==> src/include/ltc2195_settings.svh <==
/* Widths, SPI command codes, wait times and training pattern
   of the LTC2195 controller */
`ifndef LTC2195_SETTINGS_SVH
`define LTC2195_SETTINGS_SVH

//////////////////////////////
// SPI link
`define LTC_SPI_WIDTH      16                  // Bits per SPI frame
`define LTC_SPI_HALF_DIV   5                   // clk_in cycles per SCK half period
`define LTC_POR_WAIT       256                 // Cycles after reset before first write
`define LTC_CMD_WRITE      8'h31               // Upper address byte of a host write

// Power-up register writes, {rw, addr, data}
`define LTC_INIT_RESET     {1'b0, 7'h00, 8'h80} // Software reset
`define LTC_INIT_FORMAT    {1'b0, 7'h01, 8'h20} // Two's complement output
`define LTC_INIT_LANES     {1'b0, 7'h02, 8'h00} // 2-lane output mode

//////////////////////////////
// Serial data path
`define LTC_SER_BITS       8                   // Bits per lane word
`define LTC_N_LANES        5                   // Ch0 a/b, ch1 a/b, frame
`define LTC_FRAME_PATTERN  8'b00001111         // Frame lane training word
`define LTC_SLIP_SETTLE    2                   // Words skipped after a slip

`endif

==> src/ltc2195_pkg.sv <==
/* Shared types of the LTC2195 controller: SPI frame, lane words,
   samples and FSM state encodings */
`default_nettype none

`include "ltc2195_settings.svh"

package ltc2195_pkg;

	//////////////////////////////
	// SPI register access
	typedef logic [6:0] reg_addr_t;             // ADC register address
	typedef logic [7:0] reg_data_t;             // ADC register value

	// One SPI frame, sent MSB first
	typedef struct packed {
		logic      rw;                          // 0 = write
		reg_addr_t addr;
		reg_data_t data;
	} spi_word_t;

	//////////////////////////////
	// Sample path
	typedef logic [`LTC_SER_BITS-1:0] lane_word_t;          // One deserialized lane word
	typedef lane_word_t [`LTC_N_LANES-1:0] lane_words_t;    // 0/1 ch0, 2/3 ch1, 4 frame
	typedef logic signed [2*`LTC_SER_BITS-1:0] sample_t;    // Assembled ADC sample

	// Configuration sequencer states
	typedef enum logic [2:0] {
		CFG_POR,                                // Power-up wait
		CFG_LOAD,                               // Load next init word
		CFG_WAIT,                               // Wait for SPI master idle
		CFG_START,                              // Start pulse high
		CFG_IDLE                                // Accept host writes
	} cfg_state_t;

	// Frame aligner states
	typedef enum logic [1:0] {
		ALIGN_CHECK,
		ALIGN_SLIP,
		ALIGN_LOCKED
	} align_state_t;

endpackage

`default_nettype wire

==> src/adc_config_seq.sv <==
/* Configuration sequencer, power-up register writes and host write commands */
`default_nettype none

`include "ltc2195_settings.svh"

module adc_config_seq (
	input  wire                          clk_in,
	input  wire                          rst_in,
	input  wire                          cmd_trig,     // Host command strobe
	input  wire  [15:0]                  cmd_addr,     // {command code, register address}
	input  wire  ltc2195_pkg::reg_data_t cmd_data,
	input  wire                          spi_ready,
	output logic                         spi_start,
	output ltc2195_pkg::spi_word_t       spi_word
);

	localparam int PW           = $clog2(`LTC_POR_WAIT + 1);
	localparam logic [1:0] N_INIT = 2'd3;               // Words in the power-up sequence

	ltc2195_pkg::cfg_state_t state;
	logic [PW-1:0] por_cnt;                             // Power-up wait countdown
	logic [1:0]    init_idx;                            // Init words loaded so far
	logic          host_write;

	// Write command decode, only taken while idle
	assign host_write = (state == ltc2195_pkg::CFG_IDLE) && cmd_trig &&
		(cmd_addr[15:8] == `LTC_CMD_WRITE);

	//////////////////////////////
	// Control FSM
	always_ff @(posedge clk_in or posedge rst_in) begin
		if (rst_in) begin
			state     <= ltc2195_pkg::CFG_POR;
			por_cnt   <= PW'(`LTC_POR_WAIT);
			init_idx  <= '0;
			spi_start <= 1'b0;
		end else begin
			case (state)
				ltc2195_pkg::CFG_POR: begin
					if (por_cnt == PW'(1))
						state <= ltc2195_pkg::CFG_LOAD;
					por_cnt <= por_cnt - 1'b1;
				end
				ltc2195_pkg::CFG_LOAD: begin
					init_idx <= init_idx + 1'b1;
					state    <= ltc2195_pkg::CFG_WAIT;
				end
				ltc2195_pkg::CFG_WAIT: begin
					if (spi_ready) begin                // Previous frame finished
						spi_start <= 1'b1;
						state     <= ltc2195_pkg::CFG_START;
					end
				end
				ltc2195_pkg::CFG_START: begin
					spi_start <= 1'b0;                  // Master drops ready next cycle
					if (init_idx == N_INIT)
						state <= ltc2195_pkg::CFG_IDLE;
					else
						state <= ltc2195_pkg::CFG_LOAD;
				end
				ltc2195_pkg::CFG_IDLE: begin
					if (host_write)
						state <= ltc2195_pkg::CFG_WAIT;
				end
				default: state <= ltc2195_pkg::CFG_IDLE;
			endcase
		end
	end

	//////////////////////////////
	// Frame register
	always_ff @(posedge clk_in) begin
		if (state == ltc2195_pkg::CFG_LOAD) begin
			case (init_idx)
				2'd0:    spi_word <= `LTC_INIT_RESET;
				2'd1:    spi_word <= `LTC_INIT_FORMAT;
				default: spi_word <= `LTC_INIT_LANES;
			endcase
		end else if (host_write) begin
			spi_word.rw   <= 1'b0;                      // Write
			spi_word.addr <= cmd_addr[6:0];
			spi_word.data <= cmd_data;
		end
	end

endmodule

`default_nettype wire

==> src/frame_aligner.sv <==
/* Frame aligner, slips the word boundary until the frame lane
   shows the training pattern, then locks */
`default_nettype none

`include "ltc2195_settings.svh"

module frame_aligner (
	input  wire                         clk_in,
	input  wire                         rst_in,
	input  wire  ltc2195_pkg::lane_word_t frame_word,   // Frame lane word
	input  wire                         word_valid,
	output logic                        bitslip,        // One-cycle slip request
	output logic                        locked          // Held until reset
);

	localparam int SETTLE = `LTC_SLIP_SETTLE;
	localparam int SW     = $clog2(SETTLE + 1);

	ltc2195_pkg::align_state_t state;
	logic [SW-1:0] settle_cnt;                      // Words still to skip after a slip

	assign locked = (state == ltc2195_pkg::ALIGN_LOCKED);

	//////////////////////////////
	// Alignment FSM
	always_ff @(posedge clk_in or posedge rst_in) begin
		if (rst_in) begin
			state      <= ltc2195_pkg::ALIGN_CHECK;
			settle_cnt <= '0;
			bitslip    <= 1'b0;
		end else begin
			case (state)
				ltc2195_pkg::ALIGN_CHECK: begin
					if (word_valid) begin
						if (settle_cnt != '0) begin
							// Word may still straddle the old boundary
							settle_cnt <= settle_cnt - 1'b1;
						end else if (frame_word == `LTC_FRAME_PATTERN) begin
							state <= ltc2195_pkg::ALIGN_LOCKED;
						end else begin
							bitslip    <= 1'b1;         // Mismatch, shift by one bit
							settle_cnt <= SW'(SETTLE);
							state      <= ltc2195_pkg::ALIGN_SLIP;
						end
					end
				end
				ltc2195_pkg::ALIGN_SLIP: begin
					bitslip <= 1'b0;                    // Single-cycle pulse
					state   <= ltc2195_pkg::ALIGN_CHECK;
				end
				ltc2195_pkg::ALIGN_LOCKED: begin
					bitslip <= 1'b0;
				end
				default: state <= ltc2195_pkg::ALIGN_CHECK;
			endcase
		end
	end

endmodule

`default_nettype wire

==> src/lane_deserializer.sv <==
/* 1:8 deserializer for the five ADC lanes, with shared bit slip */
`default_nettype none

`include "ltc2195_settings.svh"

module lane_deserializer (
	input  wire                         clk_in,
	input  wire                         rst_in,
	input  wire  [`LTC_N_LANES-1:0]     ser_in,     // One bit per lane per cycle
	input  wire                         bitslip,    // Move word boundary one bit later
	output ltc2195_pkg::lane_words_t    lane_words,
	output logic                        word_valid
);

	localparam int N  = `LTC_N_LANES;
	localparam int B  = `LTC_SER_BITS;
	localparam int CW = $clog2(B);

	ltc2195_pkg::lane_words_t shreg;                // Per-lane shift registers
	logic [CW-1:0] bit_cnt;                         // Shared position within a word
	logic          word_done;

	// Last bit of a word, unless the counter is held for a slip
	assign word_done = (bit_cnt == CW'(B - 1)) && !bitslip;

	//////////////////////////////
	// Shift and capture
	// First received bit ends up as the MSB
	always_ff @(posedge clk_in) begin
		for (int i = 0; i < N; i++) begin
			shreg[i] <= {shreg[i][B-2:0], ser_in[i]};
			if (word_done)
				lane_words[i] <= {shreg[i][B-2:0], ser_in[i]};
		end
	end

	// Bit counter, holds for one cycle per slip
	always_ff @(posedge clk_in or posedge rst_in) begin
		if (rst_in) begin
			bit_cnt    <= '0;
			word_valid <= 1'b0;
		end else begin
			word_valid <= word_done;
			if (word_done)
				bit_cnt <= '0;
			else if (!bitslip)
				bit_cnt <= bit_cnt + 1'b1;
		end
	end

endmodule

`default_nettype wire

==> src/ltc2195_ctrl.sv <==
/* LTC2195 controller top, configuration sequencer with SPI master
   and the frame-aligned sample path */
`default_nettype none

`include "ltc2195_settings.svh"

module ltc2195_ctrl (
	input  wire                          clk_in,
	input  wire                          rst_in,
	input  wire                          cmd_trig,
	input  wire  [15:0]                  cmd_addr,
	input  wire  ltc2195_pkg::reg_data_t cmd_data,
	output logic                         spi_scs,
	output logic                         spi_sck,
	output logic                         spi_sdo,
	input  wire  [`LTC_N_LANES-1:0]      ser_in,
	output ltc2195_pkg::sample_t         adc0_sample,
	output ltc2195_pkg::sample_t         adc1_sample,
	output logic                         sample_valid,
	output logic                         locked
);

	logic                     spi_start;        // Sequencer to SPI master
	logic                     spi_ready;
	ltc2195_pkg::spi_word_t   spi_word;
	ltc2195_pkg::lane_words_t lane_words;       // Deserialized words, frame lane on top
	logic                     word_valid;
	logic                     bitslip;

	//////////////////////////////
	// Configuration path
	adc_config_seq u_seq (
		.clk_in(clk_in), .rst_in(rst_in),
		.cmd_trig(cmd_trig), .cmd_addr(cmd_addr), .cmd_data(cmd_data),
		.spi_ready(spi_ready), .spi_start(spi_start), .spi_word(spi_word)
	);

	spi_master u_spi (
		.clk_in(clk_in), .rst_in(rst_in),
		.start(spi_start), .word(spi_word), .ready(spi_ready),
		.spi_scs(spi_scs), .spi_sck(spi_sck), .spi_sdo(spi_sdo)
	);

	//////////////////////////////
	// Sample path
	lane_deserializer u_deser (
		.clk_in(clk_in), .rst_in(rst_in), .ser_in(ser_in), .bitslip(bitslip),
		.lane_words(lane_words), .word_valid(word_valid)
	);

	frame_aligner u_align (
		.clk_in(clk_in), .rst_in(rst_in),
		.frame_word(lane_words[`LTC_N_LANES-1]), .word_valid(word_valid),
		.bitslip(bitslip), .locked(locked)
	);

	sample_assembler u_asm (
		.clk_in(clk_in), .rst_in(rst_in),
		.lane_words(lane_words), .word_valid(word_valid), .locked(locked),
		.adc0_sample(adc0_sample), .adc1_sample(adc1_sample),
		.sample_valid(sample_valid)
	);

endmodule

`default_nettype wire

==> src/sample_assembler.sv <==
/* Sample assembler, interleaves each channel's two lane words into a signed sample */
`default_nettype none

module sample_assembler (
	input  wire                          clk_in,
	input  wire                          rst_in,
	input  wire  ltc2195_pkg::lane_words_t lane_words,
	input  wire                          word_valid,
	input  wire                          locked,
	output ltc2195_pkg::sample_t         adc0_sample,
	output ltc2195_pkg::sample_t         adc1_sample,
	output logic                         sample_valid
);

	localparam int B = $bits(ltc2195_pkg::lane_word_t);
	localparam int CH0_A = 0;                       // Lane indices
	localparam int CH0_B = 1;
	localparam int CH1_A = 2;
	localparam int CH1_B = 3;

	// Lane a carries the odd sample bits, lane b the even ones
	function automatic ltc2195_pkg::sample_t interleave(
		input ltc2195_pkg::lane_word_t a,
		input ltc2195_pkg::lane_word_t b
	);
		ltc2195_pkg::sample_t s;
		int k;
		for (k = 0; k < B; k++) begin
			s[2*B-1-2*k] = a[B-1-k];
			s[2*B-2-2*k] = b[B-1-k];
		end
		return s;
	endfunction

	//////////////////////////////
	// Sample registers
	always_ff @(posedge clk_in) begin
		if (word_valid && locked) begin
			adc0_sample <= interleave(lane_words[CH0_A], lane_words[CH0_B]);
			adc1_sample <= interleave(lane_words[CH1_A], lane_words[CH1_B]);
		end
	end

	// Strobe one cycle after each aligned word
	always_ff @(posedge clk_in or posedge rst_in) begin
		if (rst_in)
			sample_valid <= 1'b0;
		else
			sample_valid <= word_valid && locked;
	end

endmodule

`default_nettype wire

==> src/spi_master.sv <==
/* SPI master, shifts one 16-bit frame out MSB first on SCS/SCK/SDO */
`default_nettype none

`include "ltc2195_settings.svh"

module spi_master (
	input  wire                   clk_in,
	input  wire                   rst_in,
	input  wire                   start,        // One-cycle start strobe
	input  wire ltc2195_pkg::spi_word_t word,   // Frame to send
	output logic                  ready,        // High while idle
	output logic                  spi_scs,
	output logic                  spi_sck,
	output logic                  spi_sdo
);

	localparam int W         = `LTC_SPI_WIDTH;
	localparam int HALF_DIV  = `LTC_SPI_HALF_DIV;
	localparam int LAST_HALF = 2*W + 1;                 // Two lead-in halves, two per bit
	localparam int DW        = $clog2(HALF_DIV + 1);
	localparam int HW        = $clog2(LAST_HALF + 1);

	logic [DW-1:0] div_cnt;                             // Cycles within a half period
	logic [HW-1:0] half_cnt;                            // Half periods since SCS fell
	logic [W-1:0]  shreg;                               // Outgoing bits, MSB on SDO

	// Bit on the wire is always the shift register MSB
	assign spi_sdo = shreg[W-1];

	//////////////////////////////
	// Frame sequencing
	// Halves 0,1 lead-in with SCK low, then SCK high on even and low on odd halves
	always_ff @(posedge clk_in or posedge rst_in) begin
		if (rst_in) begin
			ready    <= 1'b1;
			spi_scs  <= 1'b1;
			spi_sck  <= 1'b0;
			div_cnt  <= '0;
			half_cnt <= '0;
			shreg    <= '0;
		end else if (ready) begin
			if (start) begin
				ready    <= 1'b0;
				spi_scs  <= 1'b0;                       // Select ADC
				shreg    <= word;                       // MSB valid from SCS fall
				div_cnt  <= '0;
				half_cnt <= '0;
			end
		end else if (div_cnt == DW'(HALF_DIV - 1)) begin
			div_cnt <= '0;
			if (half_cnt == HW'(LAST_HALF)) begin
				// Half period after the last fall
				spi_scs <= 1'b1;
				ready   <= 1'b1;
			end else begin
				half_cnt <= half_cnt + 1'b1;
				if (half_cnt[0]) begin
					spi_sck <= 1'b1;                    // Rising edge, ADC samples SDO
				end else if (half_cnt != '0) begin
					spi_sck <= 1'b0;                    // Falling edge
					shreg   <= {shreg[W-2:0], 1'b0};    // Next bit out
				end
			end
		end else begin
			div_cnt <= div_cnt + 1'b1;
		end
	end

endmodule

`default_nettype wire

==> config.mk <==
export PLATFORM = sky130hd
export DESIGN_NAME = ltc2195_ctrl
export DESIGN_NICKNAME = d
export VERILOG_FILES = /design/src/ltc2195_pkg.sv /design/src/adc_config_seq.sv /design/src/frame_aligner.sv /design/src/lane_deserializer.sv /design/src/ltc2195_ctrl.sv /design/src/sample_assembler.sv /design/src/spi_master.sv
export VERILOG_INCLUDE_DIRS = /design/src /design/src/include
export SDC_FILE = /design/constraint.sdc
export NUM_CORES = 1
export LEC_CHECK = 0
export ABC_AREA = 1
export ABC_CLOCK_PERIOD_IN_PS = 5400
export BUFFER_PORTS_ARGS = -buffer_cell sky130_fd_sc_hd__buf_2
export CAP_MARGIN = 20
export CORE_ASPECT_RATIO = 1.4
export CORE_MARGIN = 3
export CORE_UTILIZATION = 45
export CTS_BUF_LIST = sky130_fd_sc_hd__clkbuf_16
export CTS_CLUSTER_SIZE = 30
export DETAILED_ROUTE_END_ITERATION = 12
export SYNTH_ARGS = -nofsm -noshare
export SYNTH_HDL_FRONTEND = slang
export SYNTH_SLANG_ARGS = --single-unit
==> constraint.sdc <==
create_clock -name clk_in -period 5.4 [get_ports clk_in]
set_input_delay 1.08 -clock clk_in [delete_from_list [all_inputs] [get_ports clk_in]]
set_output_delay 1.08 -clock clk_in [all_outputs]
set_load 0.01 [all_outputs]
# --- After elaboration in Yosys (flattened, before gate mapping) ---
# Index checks and enable logic that the tools add are counted.
word_totals:
  input_bits: 32
  register_bits: 176
classes:
  eq_ne: 25
  add_sub_neg: 6
  n_reduce_logical: 27
  mux: 45
  bitwise_logic: 3
ops:
  columns: ["op", "n"]
  rows:
  - ["2-to-1 mux 16 bit", 8]
  - ["2-to-1 mux 3 bit", 9]
  - ["2-to-1 mux 6 bit", 4]
  - ["one-hot mux 10 bit (2 select lines)", 1]
  - ["nonzero test 2 bit", 8]
  - ["one-hot mux 3 bit (5 select lines)", 1]
  - ["AND reduction 3 bit", 5]
  - ["2-to-1 mux 1 bit", 14]
  - ["inequality test 2 x 1 -> 1 bit, second input constant", 6]
  - ["2-to-1 mux 2 bit", 5]
  - ["inequality test 2 bit, second input constant", 5]
  - ["== test 3 bit, second input constant", 3]
  - ["== test 9 x 1 -> 1 bit, second input constant", 1]
  - ["subtractor 9 x 1 -> 9 bit, second input constant", 1]
  - ["== test 8 x 4 -> 1 bit, second input constant", 1]
  - ["== test 8 x 6 -> 1 bit, second input constant", 1]
  - ["AND reduction 4 bit", 2]
  - ["adder 3 x 1 -> 3 bit, second input constant", 2]
  - ["adder 6 x 1 -> 6 bit, second input constant", 1]
  - ["== test 3 x 2 -> 1 bit, second input constant", 2]
  - ["== test 6 bit, second input constant", 1]
  - ["nonzero test 6 bit", 1]
  - ["AND reduction 5 bit", 1]
  - ["== test 2 x 1 -> 1 bit, second input constant", 2]
  - ["13 further kinds", 21]

# --- Depth between registers and ports, before layout ---
# Gate-level depths: netlist (run 1).
logic_depth:
  word_depth: 6
  mapped_depth: 11

# --- Modules after synthesis ---
# From an unflattened synthesis (run 1), not the netlist that was laid out.
unflattened:
  hier_cells: 541
  hier_area_um2: 6576.3
by_module_without_submodules:
  columns: ["module", "area_per_inst_um2", "cells_per_inst", "instances", "seq_area_each_um2"]
  rows:
  - ["lane_deserializer", 2087.0, 95, 1, 2001.9]
  - ["spi_master", 1644.1, 207, 1, 703.2]
  - ["adc_config_seq", 1473.9, 153, 1, 827.0]
  - ["sample_assembler", 997.2, 36, 1, 985.9]
  - ["frame_aligner", 374.1, 50, 1, 125.1]

# --- Least setup slack after synthesis (run 1) ---
# Ideal clock, no wire load.
synth_path:
  kind: "register to register"
  from: "register u_deser.bit_cnt[0]"
  to: "register u_deser.lane_words[0] (netlist bit) (enable)"
  required_ns: 4.961
  slack_ns: 2.577
  setup_ns: 0.439
  path_stages_with_launch: 5
  arrival_time_ns: 2.384
  period_less_slack_ns: 2.823
  path_cell_list: "dfrtp_1 > ha_1 > ha_1 > inv_1 > nor2_1"
synth_via:
  elab_chain_cells: 2
synth_rtl:
  columns: ["element", "line_no", "source"]
  rows:
  - ["start, declared", "lane_deserializer.sv:20", "logic [CW-1:0] bit_cnt;"]
  - ["start signal, assigned", "lane_deserializer.sv:47", "bit_cnt <= bit_cnt + 1'b1;"]
  - ["== test 3 bit", "lane_deserializer.sv:24", "assign word_done = (bit_cnt == CW'(B - 1)) && !bitslip;"]
  - ["logical AND 1 bit", "lane_deserializer.sv:24", null]
  - ["named net u_deser.word_done", "lane_deserializer.sv:21", "logic word_done;"]
  - ["end signal, assigned by index", "lane_deserializer.sv:33", "lane_words[i] <= {shreg[i][B-2:0], ser_in[i]};"]
  - ["end, declared", "lane_deserializer.sv:11", "output ltc2195_pkg::lane_words_t lane_words,"]
# The timed path passes the listed nets, and every way through them passes these cells.
# A chain may end at the register's enable or synchronous reset.

# --- Final worst setup path (run 1) ---
layout_path:
  from: "register u_align.state[0]"
  to: "output port locked"
layout_via:
  elab_chain_cells: 1
layout_rtl:
  columns: ["element", "line_no", "source"]
  rows:
  - ["start, declared", "frame_aligner.sv:19", "ltc2195_pkg::align_state_t state;"]
  - ["start signal, assigned", "frame_aligner.sv:28", "state <= ltc2195_pkg::ALIGN_CHECK;"]
  - ["start signal, assigned", "frame_aligner.sv:39", "state <= ltc2195_pkg::ALIGN_LOCKED;"]
  - ["start signal, assigned", "frame_aligner.sv:43", "state <= ltc2195_pkg::ALIGN_SLIP;"]
  - ["== test 2 bit", "frame_aligner.sv:22", "assign locked = (state == ltc2195_pkg::ALIGN_LOCKED);"]
  - ["end, declared", "ltc2195_ctrl.sv:20", "output logic locked"]
# Every way passes these cells.

==> impl_metrics.py, run 1 <==
metrics = {
    "sta": {
        "max_freq_ghz": 0.4340,
        "finalSetupViolations": 0,
        "max_slew_margin_pct": 49.58,
        "period_minus_slack_ns": 2.304,
        "rsz0062_at_grt": "no",
        "worstMarginPinSlew_ns": 0.7541,
        "fin_tns_setup_ns": 0,
        "hold_viol_final": 0,
        "fin_crit_sh_pct": 42.67,
        "layout_setup_ws_ns": 3.096,
        "slew_violations": 0,
        "holdWs_ns": 0.3479,
        "fin_skew_ns": 0.006315,
    },
    "final_layout": {
        "fillers": 1192,
        "final_common_cell": "nand2_1",
        "regArea_mm2": 0.004643,
        "final_cell_mix": "165 x nand2_1, 87 x edfxtp_1, 67 x buf_2",
        "multi_input_area_mm2": 0.001411,
        "syn_to_final_growth_pct": 17.52,
        "final_cells": 802,
        "fin_nets": 655,
        "drive_gt1_share_pct": 18.71,
        "diodes": 0,
    },
    "outcome": {
        "outcome": "finished clean",
    },
    "routing": {
        "routed_wl_mm": 10.42,
        "first_pass_iters": 4,
        "drt_iter0_drc": 180,
        "drc": 0,
        "postRouteAntennaNets": 0,
        "vias": 3739,
        "routedWlPerCell_um": 12.99,
        "vias_per_cell": 4.662,
    },
    "clock_tree": {
        "h-tree-depth": 4,
        "cts-resized-gates": 0,
        "post_cts_buffers": 0,
        "insertion_delay_ns": 0.41,
        "clk_pin_slew_ns": 0.07,
        "numCtsBuffers": 17,
        "cts_tree": "yes",
        "cts_buffer_depth": 2,
        "cts_num_sinks": 175,
        "postCtsHoldBufs": 0,
        "cts_root_buf": "clkbuf_16",
    },
    "placement": {
        "dp_cells": 770,
        "pre_cts_ws_ns": 2.878,
        "post-dp-hpwl_mm": 6.885,
        "routabilityCongestion": 0.7175,
        "port_buffers": 67,
    },
    "yosys": {
        "synthFlopType": "edfxtp_1",
        "seq_area_frac_synth_pct": 73.12,
        "synth_area_mm2": 0.006350,
        "synth-warning-count": 0,
        "avgSynthCellArea_um2": 12.03,
        "netlist_instances": 528,
        "synth_seq_cells": 175,
        "async_flop_share_pct": 30.29,
        "synth-edff-count": 87,
        "synth_cell_types": 30,
        "syn_nets": 576,
    },
    "setup_path": {
        "path_buf_inv": 2,
        "cp.required_ns": 4.32,
        "worstPathMaxFanout": 3,
        "cp_slowest_cell": "dfrtp_1",
        "cp_top_family": "flip-flops",
        "path_cells": "inv_1 > ha_1 > buf_2",
        "worst_setup_path_start_kind": "flip-flop",
        "cp-end-kind": "output pin",
        "crit_type": "reg2out",
        "cp_slowest_stage_delay_ns": 0.38,
        "cp.arrival_ns": 1.22,
    },
    "power_and_ir_drop": {
        "switching_share_pct": 27.20,
        "intPower_mw": 2.433,
        "seqPwrFrac_pct": 51.0,
        "netSwitchingPower_mw": 0.9089,
        "p_leak_nw": 3.438,
        "powerDensity_mw_per_mm2": 447.8,
        "p_clk_share_pct": 36.0,
        "combPwrFrac_pct": 13.0,
        "ir_worst_vdd_uv": 268.6,
    },
    "die": {
        "die-width_um": 106.4,
        "fp.dieH_um": 146.6,
        "die_area_mm2": 0.01559,
        "rows": 50,
        "start_util_pct": 46.77,
        "core_mm2": 0.01358,
        "ios": 69,
    },
    "worst_hold_path": {
        "hp-class": "reg2reg",
    },
    "grt": {
        "grt_util_all_layers_pct": 14.22,
        "overflow": 0,
        "first_global_vias": 3783,
        "antenna_found_initial": 0,
        "grt_pass1_wl_mm": 17.34,
        "grt_max_degree": 54,
    },
    "flow_run": {
        "cap_violations": 0,
    },
}
==> flip-flops by register name, indices dropped and copies added (netlist names), 2 cells and up <==
signal              count
u_asm.adc0_sample      16
u_spi.div_cnt           3
u_spi.half_cnt          6
u_seq.spi_word         15
u_seq.init_idx          2
u_deser.lane_words     40
u_deser.bit_cnt         3
u_deser.shreg          35
u_spi.shreg            16
u_align.state           2
u_seq.state             3
u_align.settle_cnt      2
u_seq.por_cnt           9
u_asm.adc1_sample      16
==> cell usage after synthesis (2+ instances only) <==
cell / number / area [um2]
dfstp_2: 3 / 78.83
buf_6: 3 / 33.78
a21oi_1: 3 / 15.01
nand4_1: 3 / 18.77
dfxtp_1: 35 / 700.7
xor2_1: 6 / 52.55
ha_1: 16 / 200.2
xnor2_1: 2 / 17.52
edfxtp_1: 87 / 2613
nor2_1: 23 / 86.33
buf_2: 3 / 15.01
nand3_1: 34 / 170.2
o21ai_0: 18 / 90.09
nand3b_1: 2 / 15.01
nand2_1: 165 / 619.3
nand2_2: 2 / 12.51
inv_1: 57 / 214.0
clkbuf_1: 2 / 7.510
dfrtp_1: 50 / 1251
nand2_4: 3 / 33.78
or2_2: 2 / 12.51
==> layout make-up <==
type,instances,area share (%)
flip-flops and latches,175,62.22
multi-input cells,285,18.91
clock buffers,17,5.701
repair buffers,70,4.963
well taps,182,3.052
inverters,58,2.918
clock inverters,15,2.230
==> power by group through the flow <==
stage | Clock (mW) | Sequential, mW | Combinational (mW)
2_1_floorplan | 0 | 1.71 | 0.324
3_3_place_gp | 0 | 1.72 | 0.401
3_5_place_dp | 0 | 1.73 | 0.444
4_1_cts | 1.24 | 1.71 | 0.445
5_1_grt | 1.29 | 1.73 | 0.511
6_report | 1.20 | 1.70 | 0.435
==> cells by family after synthesis <==
group                      share of synthesized area (%)
AOI/OAI and AO/OA                                  1.990
adders and majority gates                          3.153
buffers and inverters                              4.768
and+or+nand+nor                                    15.86
DFF                                                73.12
xor gates and xnor gates                           1.103
==> path summary, 6_finish.rpt <==
check | startpoint | end | slack, ns | cells after the start
max | u_align.state[0]$_DFFE_PP0P_ | locked | 3.10 | 3
min | u_deser.shreg[35]$_DFF_P_ | u_deser.shreg[36]$_DFF_P_ | 0.35 | 0
max reg2reg | u_spi.ready$_DFF_PP1_ | u_spi.shreg[2]$_DFFE_PP0P_ | 3.12 | 5
min reg2reg | u_deser.shreg[35]$_DFF_P_ | u_deser.shreg[36]$_DFF_P_ | 0.35 | 0
max in group asynchronous | rst_in | u_spi.shreg[12]$_DFFE_PP0P_ | 4.07 | 3
min in group asynchronous | rst_in | u_spi.shreg[5]$_DFFE_PP0P_ | 0.86 | 3
==> layer usage <==
metal / up-vias / GRT usage [%] / part of all wire [%] / wire (um)
met5: - / 0 / 0 / 0
met4: 0 / 4.666 / 1.1 / 114
met3: 7 / 4.467 / 4.0 / 418
met2: 67 / 25.38 / 54 / 5602
met1: 1795 / 16.01 / 41 / 4284
li1: 1870 / - / - / -
==> through the flow <==
stage                     util [%]  area [um2]  total power [mW]
after floorplan                  -        6350             2.036
after global placement       50.46        6850             2.124
after detailed placement     50.61        6870             2.176
after CTS                    54.97        7462             3.386
after global routing         54.97        7462             3.524
final                        54.97        7462             3.341
Note: power is estimated with default switching activity, not from simulation.
==> run 2: changes to the inputs <==
--- a/config.mk
+++ b/config.mk
@@ -7,7 +7,7 @@
 export NUM_CORES = 1
 export LEC_CHECK = 0
 export ABC_AREA = 1
-export ABC_CLOCK_PERIOD_IN_PS = 5400
+export ABC_CLOCK_PERIOD_IN_PS = 1950
 export BUFFER_PORTS_ARGS = -buffer_cell sky130_fd_sc_hd__buf_2
 export CAP_MARGIN = 20
 export CORE_ASPECT_RATIO = 1.4
@@ -16,6 +16,7 @@
 export CTS_BUF_LIST = sky130_fd_sc_hd__clkbuf_16
 export CTS_CLUSTER_SIZE = 30
 export DETAILED_ROUTE_END_ITERATION = 12
+export PLACE_DENSITY = 0.66
 export SYNTH_ARGS = -nofsm -noshare
 export SYNTH_HDL_FRONTEND = slang
 export SYNTH_SLANG_ARGS = --single-unit
==> constraint.sdc (replaced) <==
create_clock -name clk_in -period 1.95 [get_ports clk_in]
set_input_delay 0.39 -clock clk_in [delete_from_list [all_inputs] [get_ports clk_in]]
set_output_delay 0.39 -clock clk_in [all_outputs]
set_load 0.01 [all_outputs]
==> run 2 against run 1 <==
Effect of this change: hold slack lost 0.34 ns; via count rose by 0.67%; die area unchanged; sequential share of layout area shrank 0.48 points; final area rose by 0.77%; total power grew to 2.7 times the previous value; final cell count up 0.87%; largest cell class unchanged; clock skew rose by 0.0035 ns; worst setup slack lost 2.9 ns; register-to-register slack got worse by 2.9 ns; clock-buffer cell count did not move.
==> impl_metrics.py, run 2 (same netlist as run 1, synthesis figures left out) <==
metrics = {
    "setup_path": {
        "crit_type": "reg2reg",
        "r2r_end": "u_spi.shreg[1]$_DFFE_PP0P_",
        "path_buf_inv": 1,
        "cp_slowest_stage_delay_ns": 0.43,
        "path_cells": "ha_1 > nand2_1 > inv_1 > nand3_1 > nor2_4 > nor2_8 > nand2_4 > nand2_1 > nand2_1",
        "cp_slowest_cell": "dfrtp_1",
        "cp-end-kind": "flip-flop",
        "rr_startpoint": "u_spi.half_cnt[0]$_DFFE_PP0P_",
        "r2r.worst_path.cells": 9,
        "cp.required_ns": 2.25,
        "worst_setup_path_start_kind": "flip-flop",
        "timing.critical_path.from": "u_spi.half_cnt[0]$_DFFE_PP0P_",
        "crit_end": "u_spi.shreg[1]$_DFFE_PP0P_",
        "worstPathMaxFanout": 19,
        "cp_top_family": "simple AND/OR/NAND/NOR gates",
        "path_depth": 9,
        "cpMostUsedCell": "nand2_1",
        "cp.arrival_ns": 2.01,
        "reg2reg_slack_ns": 0.24,
    },
    "die": {
        "rows": 50,
        "die_area_mm2": 0.01559,
        "start_util_pct": 46.77,
        "core_mm2": 0.01358,
        "die-width_um": 106.4,
        "ios": 69,
        "fp.dieH_um": 146.6,
    },
    "clock_tree": {
        "post_cts_buffers": 0,
        "cts_buffer_depth": 2,
        "insertion_delay_ns": 0.42,
        "clk_pin_slew_ns": 0.07,
        "cts-resized-gates": 0,
        "h-tree-depth": 4,
        "cts_num_sinks": 175,
        "cts_tree": "yes",
        "postCtsHoldBufs": 0,
        "cts_root_buf": "clkbuf_16",
        "numCtsBuffers": 17,
    },
    "power_and_ir_drop": {
        "p_leak_nw": 3.462,
        "powerDensity_mw_per_mm2": 1216,
        "ir_worst_vdd_uv": 699.6,
        "power_mw": 9.145,
    },
    "routing": {
        "routedWlPerCell_um": 12.68,
        "postRouteAntennaNets": 0,
        "first_pass_iters": 4,
        "routed_wl_mm": 10.26,
        "drc": 0,
        "vias": 3764,
        "vias_per_cell": 4.653,
        "drt_iter0_drc": 212,
    },
    "outcome": {
        "outcome": "finished clean",
    },
    "placement": {
        "post-dp-hpwl_mm": 7.062,
        "routabilityCongestion": 0.7914,
        "port_buffers": 67,
    },
    "final_layout": {
        "regArea_mm2": 0.004643,
        "top_register": "u_deser.lane_words",
        "largest_reg_flops": 40,
        "final_cell_mix": "165 x nand2_1, 87 x edfxtp_1, 67 x buf_2",
        "final_common_cell": "nand2_1",
        "multi_input_area_mm2": 0.001411,
        "top_regs": "u_deser.lane_words x40, u_deser.shreg x35",
        "diodes": 0,
        "fillers": 1141,
        "drive_gt1_share_pct": 19.62,
        "syn_to_final_growth_pct": 18.42,
        "fin_nets": 662,
    },
    "worst_hold_path": {
        "hp-class": "in2async",
    },
    "grt": {
        "overflow": 0,
        "grt_max_degree": 42,
        "antenna_found_initial": 0,
        "first_global_vias": 3963,
        "grt_util_all_layers_pct": 14.05,
        "grt_pass1_wl_mm": 17.43,
    },
    "sta": {
        "max_freq_ghz": 0.5858,
        "worstMarginPinSlew_ns": 0.5356,
        "fin_crit_sh_pct": 87.55,
        "period_minus_slack_ns": 1.707,
        "max_slew_margin_pct": 64.24,
        "fin_tns_setup_ns": 0,
        "rsz0062_at_grt": "no",
        "finalSetupViolations": 0,
        "slew_violations": 0,
        "hold_viol_final": 0,
        "fin_skew_ns": 0.009795,
    },
    "flow_run": {
        "cap_violations": 0,
    },
}
run 2: how the worst min path moves through the flow:
stage / slack, ns / end / depth (start not counted) / startpoint
after floorplan: 0.33 / u_deser.shreg[10]$_DFF_P_ / 0 / u_deser.shreg[9]$_DFF_P_
after global placement: 0.33 / u_deser.shreg[30]$_DFF_P_ / 0 / u_deser.shreg[29]$_DFF_P_
after detailed placement: 0.34 / u_deser.shreg[29]$_DFF_P_ / 0 / u_deser.shreg[28]$_DFF_P_
after CTS: 0.01 / u_seq.por_cnt[5]$_DFFE_PP0P_ / 2 / rst_in
after global routing: 0.03 / u_seq.por_cnt[4]$_DFFE_PP0P_ / 2 / rst_in
final: 0.007 / u_seq.por_cnt[7]$_DFFE_PP0P_ / 2 / rst_in
run 2: per-stage QoR:
step	hold slack [ns]	worst slack [ns]	std cells	utilization, %	area, um2
5_1_grt	0.03305	0.1000	809	55.39	7520
4_1_cts	0.01196	0.2446	809	55.39	7520
6_report	0.007326	0.2429	809	55.39	7520
2_1_floorplan	0.3265	0.2058	528	-	6357
3_3_place_gp	0.3279	0.3283	777	51.18	6948
3_5_place_dp	0.3353	0.2565	777	51.18	6948
run 2: layout make-up:
class,count,area share (%)
Clock buffer,17,5.657
Multi-Input combinational cell,285,18.77
Inverter,58,2.895
Clock inverter,15,1.947
Sequential cell,175,61.75
Tap cell,182,3.028
Timing Repair Buffer,77,5.957
run 2: per-layer routing:
metal	vias up	global-route usage [%]	wire, um
met4	0	5.185	125
met3	10	4.556	403
met2	74	25.19	5515
met5	-	0	0
li1	1883	-	-
met1	1797	15.34	4216
run 2: where the power goes:
| part | internal [mW] | leakage, nW | switching (mW) | total [mW] |
|---|---|---|---|---|
| clock network | 1.70 | 0.277 | 1.50 | 3.20 |
| registers | 4.50 | 1.77 | 0.215 | 4.71 |
| logic | 0.426 | 1.42 | 0.808 | 1.23 |
| total | 6.62 | 3.46 | 2.52 | 9.14 |
==> run 3: changes to the inputs <==
--- a/config.mk
+++ b/config.mk
@@ -11,12 +11,12 @@
 export BUFFER_PORTS_ARGS = -buffer_cell sky130_fd_sc_hd__buf_2
 export CAP_MARGIN = 20
 export CORE_ASPECT_RATIO = 1.4
-export CORE_MARGIN = 3
-export CORE_UTILIZATION = 45
+export CORE_MARGIN = 2
+export CORE_UTILIZATION = 52
 export CTS_BUF_LIST = sky130_fd_sc_hd__clkbuf_16
 export CTS_CLUSTER_SIZE = 30
 export DETAILED_ROUTE_END_ITERATION = 12
-export PLACE_DENSITY = 0.66
+export PLACE_DENSITY = 0.75
 export SYNTH_ARGS = -nofsm -noshare
 export SYNTH_HDL_FRONTEND = slang
 export SYNTH_SLANG_ARGS = --single-unit
==> run 3 against run 2 <==
Effect of this change: the flow now finishes with violations (negative hold slack); critical path type unchanged; hold slack got worse by 0.0085 ns; worst setup slack improved by 0.016 ns; register-to-register slack improved by 0.02 ns.
==> impl_metrics.py, run 3 (same netlist as run 1, synthesis figures left out) <==
metrics = {
    "outcome": {
        "outcome": "complete, but fails checks",
        "failed_checks": "negative hold slack",
    },
    "clock_tree": {
        "cts_num_sinks": 175,
        "clk_pin_slew_ns": 0.07,
        "insertion_delay_ns": 0.43,
        "cts_buffer_depth": 2,
        "postCtsHoldBufs": 0,
        "cts-resized-gates": 0,
        "post_cts_buffers": 0,
        "cts_root_buf": "clkbuf_16",
        "h-tree-depth": 4,
        "cts_tree": "yes",
        "numCtsBuffers": 17,
    },
    "grt": {
        "grt_util_all_layers_pct": 16.84,
        "grt_max_degree": 54,
        "grt_pass1_wl_mm": 17.32,
        "first_global_vias": 3866,
        "antenna_found_initial": 0,
        "overflow": 0,
    },
    "routing": {
        "drc": 0,
        "routedWlPerCell_um": 13.50,
        "first_pass_iters": 5,
        "drt_iter0_drc": 209,
        "vias_per_cell": 4.886,
        "vias": 3777,
        "routed_wl_mm": 10.44,
        "postRouteAntennaNets": 0,
    },
    "setup_path": {
        "rr_startpoint": "u_spi.half_cnt[0]$_DFFE_PP0P_",
        "worst_setup_path_start_kind": "flip-flop",
        "cp.arrival_ns": 2.00,
        "cp-end-kind": "flip-flop",
        "crit_type": "reg2reg",
        "cp.required_ns": 2.26,
        "worstPathMaxFanout": 16,
        "timing.critical_path.from": "u_spi.half_cnt[0]$_DFFE_PP0P_",
    },
    "sta": {
        "max_slew_margin_pct": 78.10,
        "rsz0062_at_grt": "no",
        "finalSetupViolations": 0,
        "holdWs_ns": -0.001190,
        "layout_setup_ws_ns": 0.2585,
        "worstMarginPinSlew_ns": 0.3277,
        "slew_violations": 0,
        "max_freq_ghz": 0.5912,
        "fin_crit_sh_pct": 86.74,
        "period_minus_slack_ns": 1.691,
        "fin_skew_ns": 0.007415,
        "fin_tns_setup_ns": 0,
        "hold_viol_final": 1,
    },
    "final_layout": {
        "fin_nets": 661,
        "syn_to_final_growth_pct": 17.73,
        "fillers": 915,
        "fin_util_pct": 62.93,
        "final_common_cell": "nand2_1",
        "top_regs": "u_deser.lane_words x40, u_deser.shreg x35",
        "drive_gt1_share_pct": 19.33,
        "top_register": "u_deser.lane_words",
        "largest_reg_flops": 40,
        "final_cell_area_mm2": 0.007476,
        "diodes": 0,
        "final_cell_mix": "165 x nand2_1, 87 x edfxtp_1, 67 x buf_2",
    },
    "flow_run": {
        "cap_violations": 0,
    },
    "die": {
        "die_area_mm2": 0.01312,
        "die-width_um": 97.40,
        "start_util_pct": 53.45,
        "rows": 47,
        "fp.dieH_um": 134.8,
        "core_mm2": 0.01188,
        "ios": 69,
    },
    "worst_hold_path": {
        "hp-class": "in2async",
    },
    "placement": {
        "post-dp-hpwl_mm": 6.722,
        "port_buffers": 67,
        "routabilityCongestion": 0.8305,
        "place_area_mm2": 0.006889,
        "pre_cts_ws_ns": 0.1887,
    },
    "power_and_ir_drop": {
        "power_mw": 9.173,
        "p_leak_nw": 3.464,
        "ir_worst_vdd_uv": 758.7,
        "powerDensity_mw_per_mm2": 1227,
    },
}
[run 3: cell count changes in the layout (fill, tap and decap cells not counted)]
| cell | delta |
|---|---|
| buf_4 | -2 |
| clkinv_1 | +1 |
| clkinv_4 | +2 |
| inv_6 | -1 |
| nor2_4 | +1 |
| clkinvlp_4 | -2 |
| inv_8 | +1 |
| clkinv_2 | -1 |
[run 3: cell type report]
cell class	instances	area, um2	area share (%)
Tap cell	147	183.9	2.460
Multi-Input combinational cell	286	1423	19.03
Clock inverter	15	150.1	2.008
Inverter	58	217.7	2.912
Sequential cell	175	4643	62.11
Clock buffer	17	425.4	5.690
Timing Repair Buffer	75	432.9	5.791
[run 3: report_power, final]
| part | switching, mW | leakage, nW | internal (mW) |
|---|---|---|---|
| clock | 1.51 | 0.284 | 1.70 |
| combinational | 0.810 | 1.41 | 0.425 |
| sequential | 0.226 | 1.77 | 4.50 |
| total | 2.54 | 3.46 | 6.63 |
[run 3: worst max-delay path: stages (launching register included)]
cell and delay [ns]:
dfrtp_1 0.43, ha_1 0.23, nand2_1 0.07, inv_1 0.04
nand3_1 0.14, nor2_4 0.10, nor2_8 0.24, nand2_4 0.18
nand2_1 0.10, nand2_1 0.06
[run 3: stage by stage]
stage / std cells / hold slack, ns
after global placement: 740 / 0.3290
after floorplan: 528 / 0.3265
final: 773 / -0.001190
after detailed placement: 740 / 0.3354
after global routing: 773 / 0.02354
after CTS: 772 / 0.003372
[run 3: metal layers]
| metal | global-route usage [%] | wire length (um) |
|---|---|---|
| met5 | 0 | 0 |
| met4 | 9.028 | 205 |
| met3 | 4.658 | 381 |
| met2 | 30.15 | 5784 |
| met1 | 18.03 | 4066 |
[run 3: path summary, 6_finish.rpt]
kind / end / slack [ns] / cells past startpoint
hold / removal: u_align.settle_cnt[1]$_DFFE_PP0P_ / -0.001 / 3
max in group asynchronous: u_spi.spi_scs$_DFFE_PP1P_ / 1.65 / 3
min in group clk_in: u_deser.shreg[16]$_DFF_P_ / 0.08 / 1
hold reg to reg: u_deser.shreg[10]$_DFF_P_ / 0.35 / 0
setup reg to reg: u_spi.shreg[7]$_DFFE_PP0P_ / 0.26 / 9
setup / recovery: u_spi.shreg[7]$_DFFE_PP0P_ / 0.26 / 9
